===== src/hw/ft_macros.svh =====
`ifndef FT_MACROS_SVH
`define FT_MACROS_SVH

// ==================================================
// FT245 FIFO strobe timing, in clk cycles
// ==================================================

// Read cycle counter marks
`define FT_RD_STROBE_START 2
`define FT_RD_SAMPLE       9
`define FT_RD_STROBE_STOP  12
`define FT_RD_CYCLE_END    25

// Write cycle counter marks
`define FT_WR_STROBE_START 5
`define FT_WR_STROBE_STOP  15
`define FT_WR_CYCLE_END    25

// ==================================================
// Packet framing
// ==================================================

`define PKT_HEADER_SYMBOL  8'h55
`define PKT_HEADER_COUNT   12
`define PKT_TRAILER_SYMBOL 8'hAA
`define PKT_TRAILER_COUNT  8
`define PKT_ERROR_SYMBOL   8'hEE
// Length and service fields plus trailer
`define PKT_MIN_LENGTH     12

// Payload storage
`define PKT_RAM_WORDS      2048

`endif


===== src/hw/ft_pkg.sv =====
package ft_pkg;

	`include "ft_macros.svh"

	// One byte on the FIFO data bus
	typedef logic [7:0] ft_byte_t;

	// Length, service type or payload word
	typedef logic [15:0] ft_word_t;

	// Word address into payload RAM
	// Width follows RAM depth
	typedef logic [$clog2(`PKT_RAM_WORDS)-1:0] ram_addr_t;

endpackage


===== src/hw/pkt_rx_parser.sv =====
`timescale 1ns/1ps

`include "ft_macros.svh"

module pkt_rx_parser import ft_pkg::*; (
	input  logic      clk,
	input  logic      rst,
	input  logic      rx_valid,
	input  ft_byte_t  rx_byte,
	output logic      ram_we,
	output ram_addr_t ram_waddr,
	output ft_word_t  ram_wdata,
	output logic      pkt_active,
	output logic      pkt_error,
	output logic      pkt_done,
	output logic      pkt_ok,
	output ft_word_t  pkt_length,
	output ft_word_t  pkt_service
);

	// Consecutive symbol counters
	logic [3:0] hdr_cnt;
	logic [3:0] trl_cnt;
	// Byte index after the header, 0 is length low
	ft_word_t byte_idx;
	// Payload byte offset
	ft_word_t pay_idx;
	// End of payload area
	ft_word_t pay_end;
	// Even payload byte waiting for its partner
	ft_byte_t low_byte;
	logic body_byte;
	logic hdr_hit;
	logic trl_last;
	logic len_err;
	logic short_err;
	logic err_now;
	logic end_ok;
	logic in_pkt;

	assign in_pkt = rx_valid & pkt_active;

	// ==================================================
	// Header search
	// ==================================================

	assign hdr_hit = rx_valid & ~pkt_active & (rx_byte == `PKT_HEADER_SYMBOL)
		& (hdr_cnt == 4'(`PKT_HEADER_COUNT - 1));

	always_ff @(posedge clk) begin
		if (rst) begin
			hdr_cnt <= '0;
		end else if (rx_valid && !pkt_active) begin
			// Any other byte restarts the run
			if (rx_byte != `PKT_HEADER_SYMBOL || hdr_hit) begin
				hdr_cnt <= '0;
			end else begin
				hdr_cnt <= hdr_cnt + 4'd1;
			end
		end
	end

	// ==================================================
	// End and error detection
	// ==================================================

	// Past length and service fields
	assign body_byte = byte_idx >= 16'd4;
	assign pay_idx = byte_idx - 16'd4;
	assign pay_end = pkt_length - 16'(`PKT_TRAILER_COUNT);

	assign trl_last = in_pkt & body_byte & (rx_byte == `PKT_TRAILER_SYMBOL)
		& (trl_cnt == 4'(`PKT_TRAILER_COUNT - 1));

	// Length complete from index 2 on
	assign len_err = in_pkt & (byte_idx >= 16'd2)
		& ((pkt_length < 16'(`PKT_MIN_LENGTH)) | (byte_idx >= pkt_length));

	// Trailer came before the declared length ran out
	assign short_err = trl_last & (byte_idx != pkt_length - 16'd1);

	assign err_now = len_err | short_err;
	assign end_ok = trl_last & ~err_now;

	always_ff @(posedge clk) begin
		if (rst) begin
			pkt_active <= 1'b0;
			byte_idx <= '0;
			trl_cnt <= '0;
		end else if (hdr_hit) begin
			pkt_active <= 1'b1;
			byte_idx <= '0;
			trl_cnt <= '0;
		end else if (in_pkt) begin
			if (err_now || end_ok) begin
				pkt_active <= 1'b0;
			end
			byte_idx <= byte_idx + 16'd1;
			if (body_byte && rx_byte == `PKT_TRAILER_SYMBOL) begin
				trl_cnt <= trl_cnt + 4'd1;
			end else begin
				trl_cnt <= '0;
			end
		end
	end

	// Status pulses, one cycle after the deciding byte
	always_ff @(posedge clk) begin
		if (rst) begin
			pkt_done <= 1'b0;
			pkt_ok <= 1'b0;
			pkt_error <= 1'b0;
		end else begin
			pkt_done <= err_now | end_ok;
			pkt_ok <= end_ok;
			pkt_error <= err_now;
		end
	end

	// ==================================================
	// Field capture
	// ==================================================

	// Fields stay put until the next packet overwrites them
	always_ff @(posedge clk) begin
		if (in_pkt) begin
			case (byte_idx)
				16'd0: pkt_length[7:0] <= rx_byte;
				16'd1: pkt_length[15:8] <= rx_byte;
				16'd2: pkt_service[7:0] <= rx_byte;
				16'd3: pkt_service[15:8] <= rx_byte;
				default: begin
					if (!byte_idx[0]) begin
						low_byte <= rx_byte;
					end
				end
			endcase
		end
	end

	// Odd byte completes a little-endian word
	assign ram_we = in_pkt & body_byte & byte_idx[0] & (byte_idx < pay_end) & ~err_now;
	assign ram_waddr = pay_idx[11:1];
	assign ram_wdata = {rx_byte, low_byte};

endmodule


===== config.mk =====
export PLATFORM = sky130hd
export DESIGN_NAME = pkt_rx_parser
export DESIGN_NICKNAME = d
export VERILOG_FILES = /design/src/hw/ft_pkg.sv /design/src/hw/pkt_rx_parser.sv
export VERILOG_INCLUDE_DIRS = /design/src /design/src/hw
export SDC_FILE = /design/constraint.sdc
export NUM_CORES = 1
export LEC_CHECK = 0
export BUFFER_PORTS_ARGS = -buffer_cell sky130_fd_sc_hd__buf_2
export CAP_MARGIN = 20
export CORE_MARGIN = 5
export CORE_UTILIZATION = 35
export CTS_CLUSTER_SIZE = 14
export DETAILED_ROUTE_END_ITERATION = 10
export GPL_TIMING_DRIVEN = 0
export SYNTH_ARGS = -nofsm -noshare
export SYNTH_HDL_FRONTEND = slang
export SYNTH_SLANG_ARGS = --single-unit

===== constraint.sdc =====
create_clock -name clk -period 7.35 [get_ports clk]
set_input_delay 0 -clock clk [delete_from_list [all_inputs] [get_ports clk]]
set_output_delay 0 -clock clk [all_outputs]
set_load 0.02 [all_outputs]

Yosys cells after proc, flatten, opt, wreduce, memory -nomap -nowiden --
Cells that the tools add are included.
Word-level totals: output and inout port bits 64, bits of input ports 11, bits in registers 68, logic and storage cells 74
Cells by class: multiplexer cells 5, equal/unequal tests 9, add/subtract/negate cells 6, bitwise logic cells 21, reductions and logical operators 16, order comparisons 5
Operator list (number):
- == test 16 x 2 -> 1 bit, second input constant | 2
- adder 16 x 1 -> 16 bit, second input constant | 1
- == test 16 x 1 -> 1 bit, second input constant | 1
- greater-or-equal comparator 16 bit | 1
- greater-or-equal comparator 16 x 2 -> 1 bit, second input constant | 1
- greater-or-equal comparator 16 x 3 -> 1 bit, second input constant | 1
- logical NOT 16 bit | 1
- less-than comparator 16 bit | 1
- less-than comparator 16 x 4 -> 1 bit, second input constant | 1
- inequality test 16 bit | 1
- subtractor 16 x 1 -> 16 bit, second input constant | 1
- subtractor 16 x 4 -> 16 bit, second input constant | 1
- AND 1 bit | 14
- subtractor 12 x 3 -> 12 bit, second input constant | 1
- AND reduction 2 bit | 5
- adder 4 x 1 -> 4 bit, second input constant | 2
- == test 8 x 7 -> 1 bit, second input constant | 1
- == test 8 bit, second input constant | 1
- two-way mux 4 bit | 2
- inequality test 8 x 7 -> 1 bit, second input constant | 1
- == test 4 x 3 -> 1 bit, second input constant | 1
- == test 4 bit, second input constant | 1
- NOT 1 bit | 4
- nonzero test 2 bit | 2
- other kinds (8) | 14

Depth between registers and ports, before layout --
Gate-level depths: netlist of the first run.
depth after elaboration 12, depth in mapped cells 12, depth with buffers taken out 12

Worst setup path after synthesis of the first run --
Ideal clock, no wire load.
path type reg2out, start point reg pkt_length[3], end point out ram_we, arrival 3150 ps, data required time 7350 ps, path slack 4200 ps, cell stages (with the launch flop) 9, buffers on the path 0, path through edfxtp_1 inv_1 ha_1 or4b_4 nor4_4 xnor2_1 or4_4 o41ai_1 nor3b_1
On the way: longest elaborated chain between the ends 6, elaborated cells between the ends (all ways) 13, classes of those cells add/sub (2); order compare (3); eq/ne (1); bitwise (7)
Ends and longest elaborated chain:
- start, declared | line pkt_rx_parser.sv:17 | output ft_word_t pkt_length,
- start signal, assigned | line pkt_rx_parser.sv:128 | 16'd0: pkt_length[7:0] <= rx_byte;
- parallel branches: the longest is 5 deep, another holds subtractor 16 x 4 -> 16 bit
- AND 1 bit * | line pkt_rx_parser.sv:142 | assign ram_we = in_pkt & body_byte & byte_idx[0] & (byte_idx < pay_end) & ~err_now;
- end, declared | line pkt_rx_parser.sv:10 | output logic ram_we,
Every way passes the cells marked *.

Worst setup path in the final report of the first run --
Same ends and word-level chain as after synthesis.

==> load_flow_metrics.sql, run 1 <==
INSERT INTO impl_metrics (metric_group, metric, value, unit) VALUES
('outcome', 'outcome', 'complete, no violations', ''),
('drt', 'routed_wirelength', '11.2', 'mm'),
('critical_path', 'reg2reg_depth', '8', ''),
('critical_path', 'critical_path_peak_fanout', '8', ''),
('layout', 'fill_cells', '1169', ''),
('cts', 'number_of_clock_sinks', '68', ''),
('cts', 'cts_made_buffers', '9', ''),
('layout', 'n_antenna_cell', '0', ''),
('critical_path', 'cp-end-kind', 'primary output', ''),
('critical_path', 'critical_path.startpoint_type', 'flip-flop', ''),
('synthesis', 'synth_nets', '482', ''),
('min_path', 'min-delay-path-class', 'in2reg', ''),
('cts', 'post-cts-setup-buffer-count', '0', ''),
('global_routing', 'grt_start_max_net_pins', '14', ''),
('layout', 'layout-drive-gt1-share', '0.209', ''),
('sta', 'maxSlewViolCount', '0', ''),
('placed_design', 'gpl.final_weighted_congestion', '0.919', ''),
('synthesis', 'synth_edf_count', '40', ''),
('sta', 'number_of_failing_setup_endpoints_in_the_final_timing_report', '0', ''),
('pwr', 'power_leakage', '2.09', 'nW'),
('drt', 'routed_wire_length_per_instance', '16.6', 'um'),
('drt', 'num_vias', '3516', ''),
('sta', 'achievable-frequency', '261', 'MHz'),
('global_routing', 'grt_first_pass_wirelength', '18.5', 'mm'),
('synthesis', 'ys_async_sr_fraction', '0', ''),
('synthesis', 'syn_area_per_cell', '9.90', 'um^2'),
('synthesis', 'post_synth_xor_area_fraction', '0.117', ''),
('cts', 'tritoncts', 'yes', ''),
('layout', 'final_nets', '576', ''),
('job', 'maxCapViolCount', '0', ''),
('cts', 'cts.reportedPaths.clkPinSlew', '0.06', 'ns'),
('synthesis', 'synthAdderAreaFrac', '0.117', ''),
('pwr', 'pwr-share-comb', '0.030', ''),
('placed_design', 'hpwlAfterDp', '8.91', 'mm'),
('critical_path', 'cp_capture_point', 'ram_we', ''),
('critical_path', 'critical_path.most_common_cell', 'sky130_fd_sc_hd__ha_1', ''),
('critical_path', 'cp_num_cells', '13', ''),
('placed_design', 'preCtsSetupSlack', '3.82', 'ns'),
('synthesis', 'synth_flop_cell', 'sky130_fd_sc_hd__edfxtp_1', ''),
('critical_path', 'critical_path_arrival', '3.83', 'ns'),
('sta', 'final.setup.worst_slack', '3.52', 'ns'),
('floorplanning', 'die_w', '120', 'um'),
('cts', 'clock_path_buffers', '2', ''),
('synthesis', 'mappedNetlistArea', '0.00427', 'mm^2'),
('floorplanning', 'design.die.area', '0.0145', 'mm^2'),
('global_routing', 'vias_in_the_first_global_route', '3446', ''),
('sta', 'worst_case_hold_slack', '0.00426', 'ns'),
('synthesis', 'proportion_of_synthesized_area_in_mux_cells', '0.00235', ''),
('synthesis', 'yosys_warnings', '0', ''),
('floorplanning', 'core.rowCount', '40', ''),
('pwr', 'ir_drop', '0.128', 'mV'),
('min_path', 'worst_hold_path.num_cells', '1', ''),
('sta', 'post-route-min-period', '3.83', 'ns'),
('layout', 'signed_area_change_from_the_synthesized_netlist_to_the_final_layout', '22.1', '%'),
('placed_design', 'place.port_buffers', '74', ''),
('floorplanning', 'dieHeight', '120', 'um'),
('floorplanning', 'core-area', '0.0120', 'mm^2'),
('drt', 'drt_first_iter_violations', '153', ''),
('sta', 'finalClockSkew', '0.00955', 'ns'),
('critical_path', 'timing.reg2reg.setup_slack', '4.17', 'ns'),
('floorplanning', 'initial_utilization', '0.357', ''),
('synthesis', 'synthDistinctLibCells', '51', ''),
('critical_path', 'worst_path_dominant_cell_family', 'simple AND/OR/NAND/NOR gates', ''),
('sta', 'finalHoldViolations', '0', ''),
('sta', 'layout_worst_path_cycle_share', '0.521', ''),
('critical_path', 'crit-reg2reg-launch', 'pkt_length[3]', ''),
('cts', 'clk-insertion-delay-late', '0.33', 'ns'),
('sta', 'relSlewSlack', '0.333', ''),
('global_routing', 'grt_antenna_before_repair', '0', ''),
('drt', 'drtAntennaViolNets', '0', ''),
('synthesis', 'synth_seq_area_share', '0.413', '');
[logic make-up (layout without fill, tap and decap cells)]
| kind of cell | Yosys count | in the layout |
|---|---|---|
| AO/OA/AOI/OAI | 53 | 53 |
| XOR/XNOR | 57 | 57 |
| adder cells (fa/ha/maj) | 40 | 40 |
| buffers and inverters | 56 | 155 |
| flip-flops | 68 | 68 |
| multiplexers | 1 | 1 |
| AND/OR/NAND/NOR | 156 | 156 |
[state kept, by name, indices dropped and copies added, names as in the netlist]
register     flops
byte_idx        16
hdr_cnt          4
low_byte         8
pkt_active       1
pkt_done         1
pkt_error        1
pkt_length      16
pkt_ok           1
pkt_service     16
trl_cnt          4
[synthesized netlist by cell type, types with 3 or more instances]
cell type | count | area (um^2)
sky130_fd_sc_hd__edfxtp_1 | 40 | 1200
sky130_fd_sc_hd__ha_1 | 40 | 500
sky130_fd_sc_hd__xnor2_1 | 39 | 342
sky130_fd_sc_hd__nor2_1 | 36 | 135
sky130_fd_sc_hd__dfxtp_1 | 28 | 561
sky130_fd_sc_hd__inv_1 | 27 | 101
sky130_fd_sc_hd__nand2_1 | 23 | 86.3
sky130_fd_sc_hd__a21oi_1 | 18 | 90.1
sky130_fd_sc_hd__xor2_1 | 18 | 158
sky130_fd_sc_hd__nor3_1 | 17 | 85.1
sky130_fd_sc_hd__clkbuf_1 | 14 | 52.6
sky130_fd_sc_hd__and3_1 | 10 | 62.6
sky130_fd_sc_hd__nand3_1 | 10 | 50.1
sky130_fd_sc_hd__nand4_1 | 10 | 62.6
sky130_fd_sc_hd__buf_4 | 9 | 67.6
sky130_fd_sc_hd__o21ai_0 | 8 | 40.0
sky130_fd_sc_hd__and4_1 | 6 | 52.6
sky130_fd_sc_hd__nand3b_1 | 6 | 45.0
sky130_fd_sc_hd__nor2b_1 | 6 | 37.5
sky130_fd_sc_hd__nor4_1 | 6 | 37.5
sky130_fd_sc_hd__or3_1 | 6 | 37.5
sky130_fd_sc_hd__a21o_1 | 5 | 37.5
sky130_fd_sc_hd__a2111oi_0 | 3 | 26.3
sky130_fd_sc_hd__and2_1 | 3 | 18.8
sky130_fd_sc_hd__buf_2 | 3 | 15.0
sky130_fd_sc_hd__nor3b_1 | 3 | 22.5
sky130_fd_sc_hd__o21a_1 | 3 | 22.5
[cell type report]
class,instances,area (um^2),area share
multi-input combinational,307,2240,0.430
inverter,27,101,0.0195
tap,147,184,0.0353
clock buffer,9,225,0.0432
clock inverter,7,76.3,0.0147
sequential,68,1760,0.338
timing repair buffer,83,458,0.0879
buffer,29,161,0.0310
[repair_timing]
action	4_1_cts	5_1_grt
hold buffers	8	0
endpoints found under the hold margin	37	0
resized for setup	0	0
[layer usage]
metal	up-vias	GRT usage	wire length [um]
li1	1726	-	-
met1	1663	0.207	4940
met2	110	0.270	5410
met3	17	0.0379	689
met4	0	0.0482	198
met5	-	0	0
[stage by stage]
stage / std cells / util / area, um^2 / power (W)
floorplan: 431 / - / 4270 / 0.000423
global route: 677 / 0.435 / 5210 / 0.000889
CTS: 676 / 0.435 / 5200 / 0.000867
finish: 677 / 0.435 / 5210 / 0.000857
detailed placement: 652 / 0.403 / 4820 / 0.000434
global placement: 652 / 0.403 / 4820 / 0.000434
[worst register-to-register path, delay by kind of cell, from the launching register on]
kind | cells | cell delay [ns]
flops | 1 | 0.53
simple gates | 5 | 2.06
fa+ha+maj | 1 | 0.24
xor+xnor | 1 | 0.10
buf+inv | 1 | 0.15
[power by group through the flow]
stage                     Combinational, W  Sequential (W)  Clock (W)
final                            0.0000260        0.000403   0.000428
after global routing             0.0000287        0.000403   0.000457
after CTS                        0.0000262        0.000403   0.000437
after detailed placement         0.0000230        0.000411          0
after global placement           0.0000228        0.000411          0
after floorplan                  0.0000114        0.000412          0
[worst min-delay path by stage]
stage                           end        from  slack [ns]
finish               pkt_service[2]  rx_byte[2]       0.004
global route        pkt_service[10]  rx_byte[2]        0.02
CTS                   pkt_length[2]  rx_byte[2]       0.003
floorplan                    pkt_ok         rst        0.07
detailed placement           pkt_ok         rst        0.28
global placement    pkt_service[15]  rx_byte[7]        0.29
[placed cells by master (no fill, tap or decap), types with 6 or more instances in the layout]
cell type	count
sky130_fd_sc_hd__xor2_1	18
sky130_fd_sc_hd__nand2_1	23
sky130_fd_sc_hd__ha_1	40
sky130_fd_sc_hd__nand4_1	10
sky130_fd_sc_hd__or3_1	6
sky130_fd_sc_hd__nand3b_1	6
sky130_fd_sc_hd__o21ai_0	8
sky130_fd_sc_hd__edfxtp_1	40
sky130_fd_sc_hd__buf_2	77
sky130_fd_sc_hd__dfxtp_1	28
sky130_fd_sc_hd__clkbuf_16	9
sky130_fd_sc_hd__xnor2_1	39
sky130_fd_sc_hd__nor4_1	6
sky130_fd_sc_hd__clkbuf_1	14
sky130_fd_sc_hd__buf_4	9
sky130_fd_sc_hd__a21oi_1	18
sky130_fd_sc_hd__nor3_1	17
sky130_fd_sc_hd__nand3_1	10
sky130_fd_sc_hd__and4_1	6
sky130_fd_sc_hd__and3_1	10
sky130_fd_sc_hd__dlygate4sd3_1	8
sky130_fd_sc_hd__inv_1	27
sky130_fd_sc_hd__nor2b_1	6
sky130_fd_sc_hd__nor2_1	36
Note: power is estimated with default switching activity, not from simulation.
==> run 2, diff against run 1 <==
Clock period 7.35 ns to 3.3 ns, I/O delays scaled along.
==> load_flow_metrics.sql, run 2 (synthesis results as in run 1) <==
INSERT INTO impl_metrics (metric_group, metric, value, unit) VALUES
('global_routing', 'grt_antenna_before_repair', '0', ''),
('floorplanning', 'initial_utilization', '0.357', ''),
('layout', 'final_cells', '698', ''),
('drt', 'drc_markers', '0', ''),
('floorplanning', 'core.rowCount', '40', ''),
('critical_path', 'critical_path.startpoint_type', 'flip-flop', ''),
('layout', 'fill_cells', '1131', ''),
('drt', 'detailedRoute.firstPassIterationCount', '5', ''),
('job', 'maxCapViolCount', '0', ''),
('layout', 'n_antenna_cell', '0', ''),
('critical_path', 'cp-end-kind', 'primary output', ''),
('drt', 'routed_wire_length_per_instance', '16.8', 'um'),
('placed_design', 'place.detailed.instances', '652', ''),
('sta', 'achievable-frequency', '305', 'MHz'),
('drt', 'top_layer_used', 'met4', ''),
('drt', 'wirelength_met1', '5.04', 'mm'),
('critical_path', 'timing_worst_setup_path_type', 'reg2out', ''),
('placed_design', 'place.port_buffers', '74', ''),
('placed_design', 'gpl.final_weighted_congestion', '0.919', ''),
('pwr', 'ir_drop', '0.286', 'mV'),
('sta', 'finalHoldViolations', '0', ''),
('drt', 'wl_met3', '745', 'um'),
('cts', 'tritoncts', 'yes', ''),
('drt', 'drtAntennaViolNets', '0', ''),
('global_routing', 'grt_first_pass_wirelength', '19.1', 'mm'),
('layout', 'layout-drive-gt1-share', '0.283', ''),
('floorplanning', 'design.die.area', '0.0145', 'mm^2'),
('layout', 'final_common_cell', 'sky130_fd_sc_hd__buf_2', ''),
('global_routing', 'gr-usage-all-layers', '0.166', ''),
('global_routing', 'grt_start_max_net_pins', '14', ''),
('min_path', 'min-delay-path-class', 'in2reg', ''),
('floorplanning', 'die_w', '120', 'um'),
('layout', 'multi_input_gate_area', '0.00242', 'mm^2'),
('drt', 'met2WireLength', '5.66', 'mm'),
('critical_path', 'critical_path_peak_fanout', '6', ''),
('global_routing', 'grt-ovfl-total', '0', ''),
('sta', 'worst_pin_slew', '0.623', 'ns'),
('floorplanning', 'dieHeight', '120', 'um'),
('sta', 'number_of_failing_setup_endpoints_in_the_final_timing_report', '0', ''),
('layout', 'most-common-layout-cells', '74 x sky130_fd_sc_hd__buf_2, 40 x sky130_fd_sc_hd__edfxtp_1, 39 x sky130_fd_sc_hd__ha_1, 38 x sky130_fd_sc_hd__xnor2_1, 35 x sky130_fd_sc_hd__nor2_1', ''),
('drt', 'routed_wirelength', '11.8', 'mm'),
('cts', 'cts_made_buffers', '9', ''),
('cts', 'cts_root_buffer', 'sky130_fd_sc_hd__clkbuf_16', ''),
('critical_path', 'critical_path_arrival', '3.28', 'ns'),
('drt', 'drt_first_iter_violations', '137', ''),
('critical_path', 'reg2reg_depth', '9', ''),
('layout', 'final-seq-area', '0.00176', 'mm^2'),
('drt', 'num_vias', '3638', ''),
('sta', 'maxSlewViolCount', '0', ''),
('pwr', 'p_per_area', '343', 'mW/mm^2'),
('cts', 'clock_path_buffers', '2', ''),
('layout', 'final_nets', '597', ''),
('cts', 'clk-insertion-delay-late', '0.33', 'ns'),
('placed_design', 'preCtsSetupSlack', '-0.226', 'ns'),
('floorplanning', 'io_pins', '75', ''),
('sta', 'final.setup.worst_slack', '0.0183', 'ns'),
('placed_design', 'hpwlAfterDp', '8.91', 'mm'),
('layout', 'signed_area_change_from_the_synthesized_netlist_to_the_final_layout', '30.7', '%'),
('cts', 'cts_max_level', '3', ''),
('pwr', 'power_leakage', '2.23', 'nW'),
('cts', 'cts.reportedPaths.clkPinSlew', '0.06', 'ns'),
('sta', 'post-route-min-period', '3.28', 'ns'),
('sta', 'finalClockSkew', '0.0101', 'ns'),
('outcome', 'outcome', 'complete, no violations', ''),
('sta', 'layout_worst_path_cycle_share', '0.994', ''),
('min_path', 'worst_hold_path.num_cells', '1', ''),
('cts', 'number_of_clock_sinks', '68', ''),
('floorplanning', 'core-area', '0.0120', 'mm^2'),
('pwr', 'total_power', '0.00191', 'W'),
('global_routing', 'vias_in_the_first_global_route', '3596', ''),
('critical_path', 'cp.required', '3.30', 'ns'),
('sta', 'relSlewSlack', '0.582', ''),
('sta', 'rsz0062_at_grt', 'yes', ''),
('drt', 'post_drt_via_cell_ratio', '5.21', ''),
('sta', 'tns_setup', '0', 'ns'),
('layout', 'reg.largest.list', 'byte_idx x16, pkt_length x16, pkt_service x16', '');
-- run 2: cell types whose count changed in the layout (fill, tap and decap cells not counted), sizes merged --
cell / change
buf: +22
clkbuf: -1
-- run 2: report_power, final --
part           leakage, nW  switching, W   total, W  internal (W)
logic                 1.51     0.0000326  0.0000579     0.0000253
clock network        0.144      0.000369   0.000957      0.000588
registers            0.585   0.000000759   0.000898      0.000898
-- run 2: final cells by class --
class | count | share of cell area
clock buffer | 9 | 0.0404
buffer | 28 | 0.0299
clock inverter | 7 | 0.0137
sequential | 68 | 0.316
multi-input combinational | 307 | 0.434
tap | 147 | 0.0330
timing repair buffer | 105 | 0.115
inverter | 27 | 0.0182
-- run 2: per-layer routing --
layer / up-vias / GRT usage
li1: 1766 / -
met1: 1728 / 0.210
met2: 124 / 0.277
met3: 20 / 0.0398
met4: 0 / 0.0595
met5: - / 0
-- run 2: path summary, 6_finish.rpt --
path / startpoint / slack (ns) / to
setup / recovery: pkt_length[3] / 0.02 / ram_we
hold / removal: rx_byte[2] / 0.005 / pkt_length[2]
setup reg to reg: pkt_length[4] / 0.21 / pkt_ok
hold reg to reg: trl_cnt[1] / 0.48 / trl_cnt[1]
-- run 2: through the flow --
stage,utilization,hold slack (ns),cell area (um^2)
floorplan,-,0.0685,4270
global placement,0.403,0.288,4820
detailed placement,0.403,0.285,4820
CTS,0.451,0.00284,5390
global route,0.466,0.0159,5570
finish,0.466,0.00525,5570
-- run 2: what timing repair did --
| item | CTS | global route |
|---|---|---|
| endpoints found under the hold margin | 37 | 0 |
| pin swaps | 4 | 17 |
| resized for setup | 25 | 16 |
| endpoints found under the setup margin | 1 | 1 |
| buffers inserted | 8 | 14 |
| hold buffers | 8 | 0 |
-- run 2: worst max-delay path: stages, from the launching register on --
cell and delay, ns:
sky130_fd_sc_hd__edfxtp_1 0.45, sky130_fd_sc_hd__buf_4 0.17, sky130_fd_sc_hd__or3_4 0.43, sky130_fd_sc_hd__nor3_4 0.22
sky130_fd_sc_hd__nand2_1 0.11, sky130_fd_sc_hd__xnor2_1 0.14, sky130_fd_sc_hd__ha_1 0.33, sky130_fd_sc_hd__a211oi_2 0.23
sky130_fd_sc_hd__o21ai_1 0.11, sky130_fd_sc_hd__a21oi_2 0.16, sky130_fd_sc_hd__o211ai_1 0.18, sky130_fd_sc_hd__nor3b_4 0.27
sky130_fd_sc_hd__buf_6 0.15
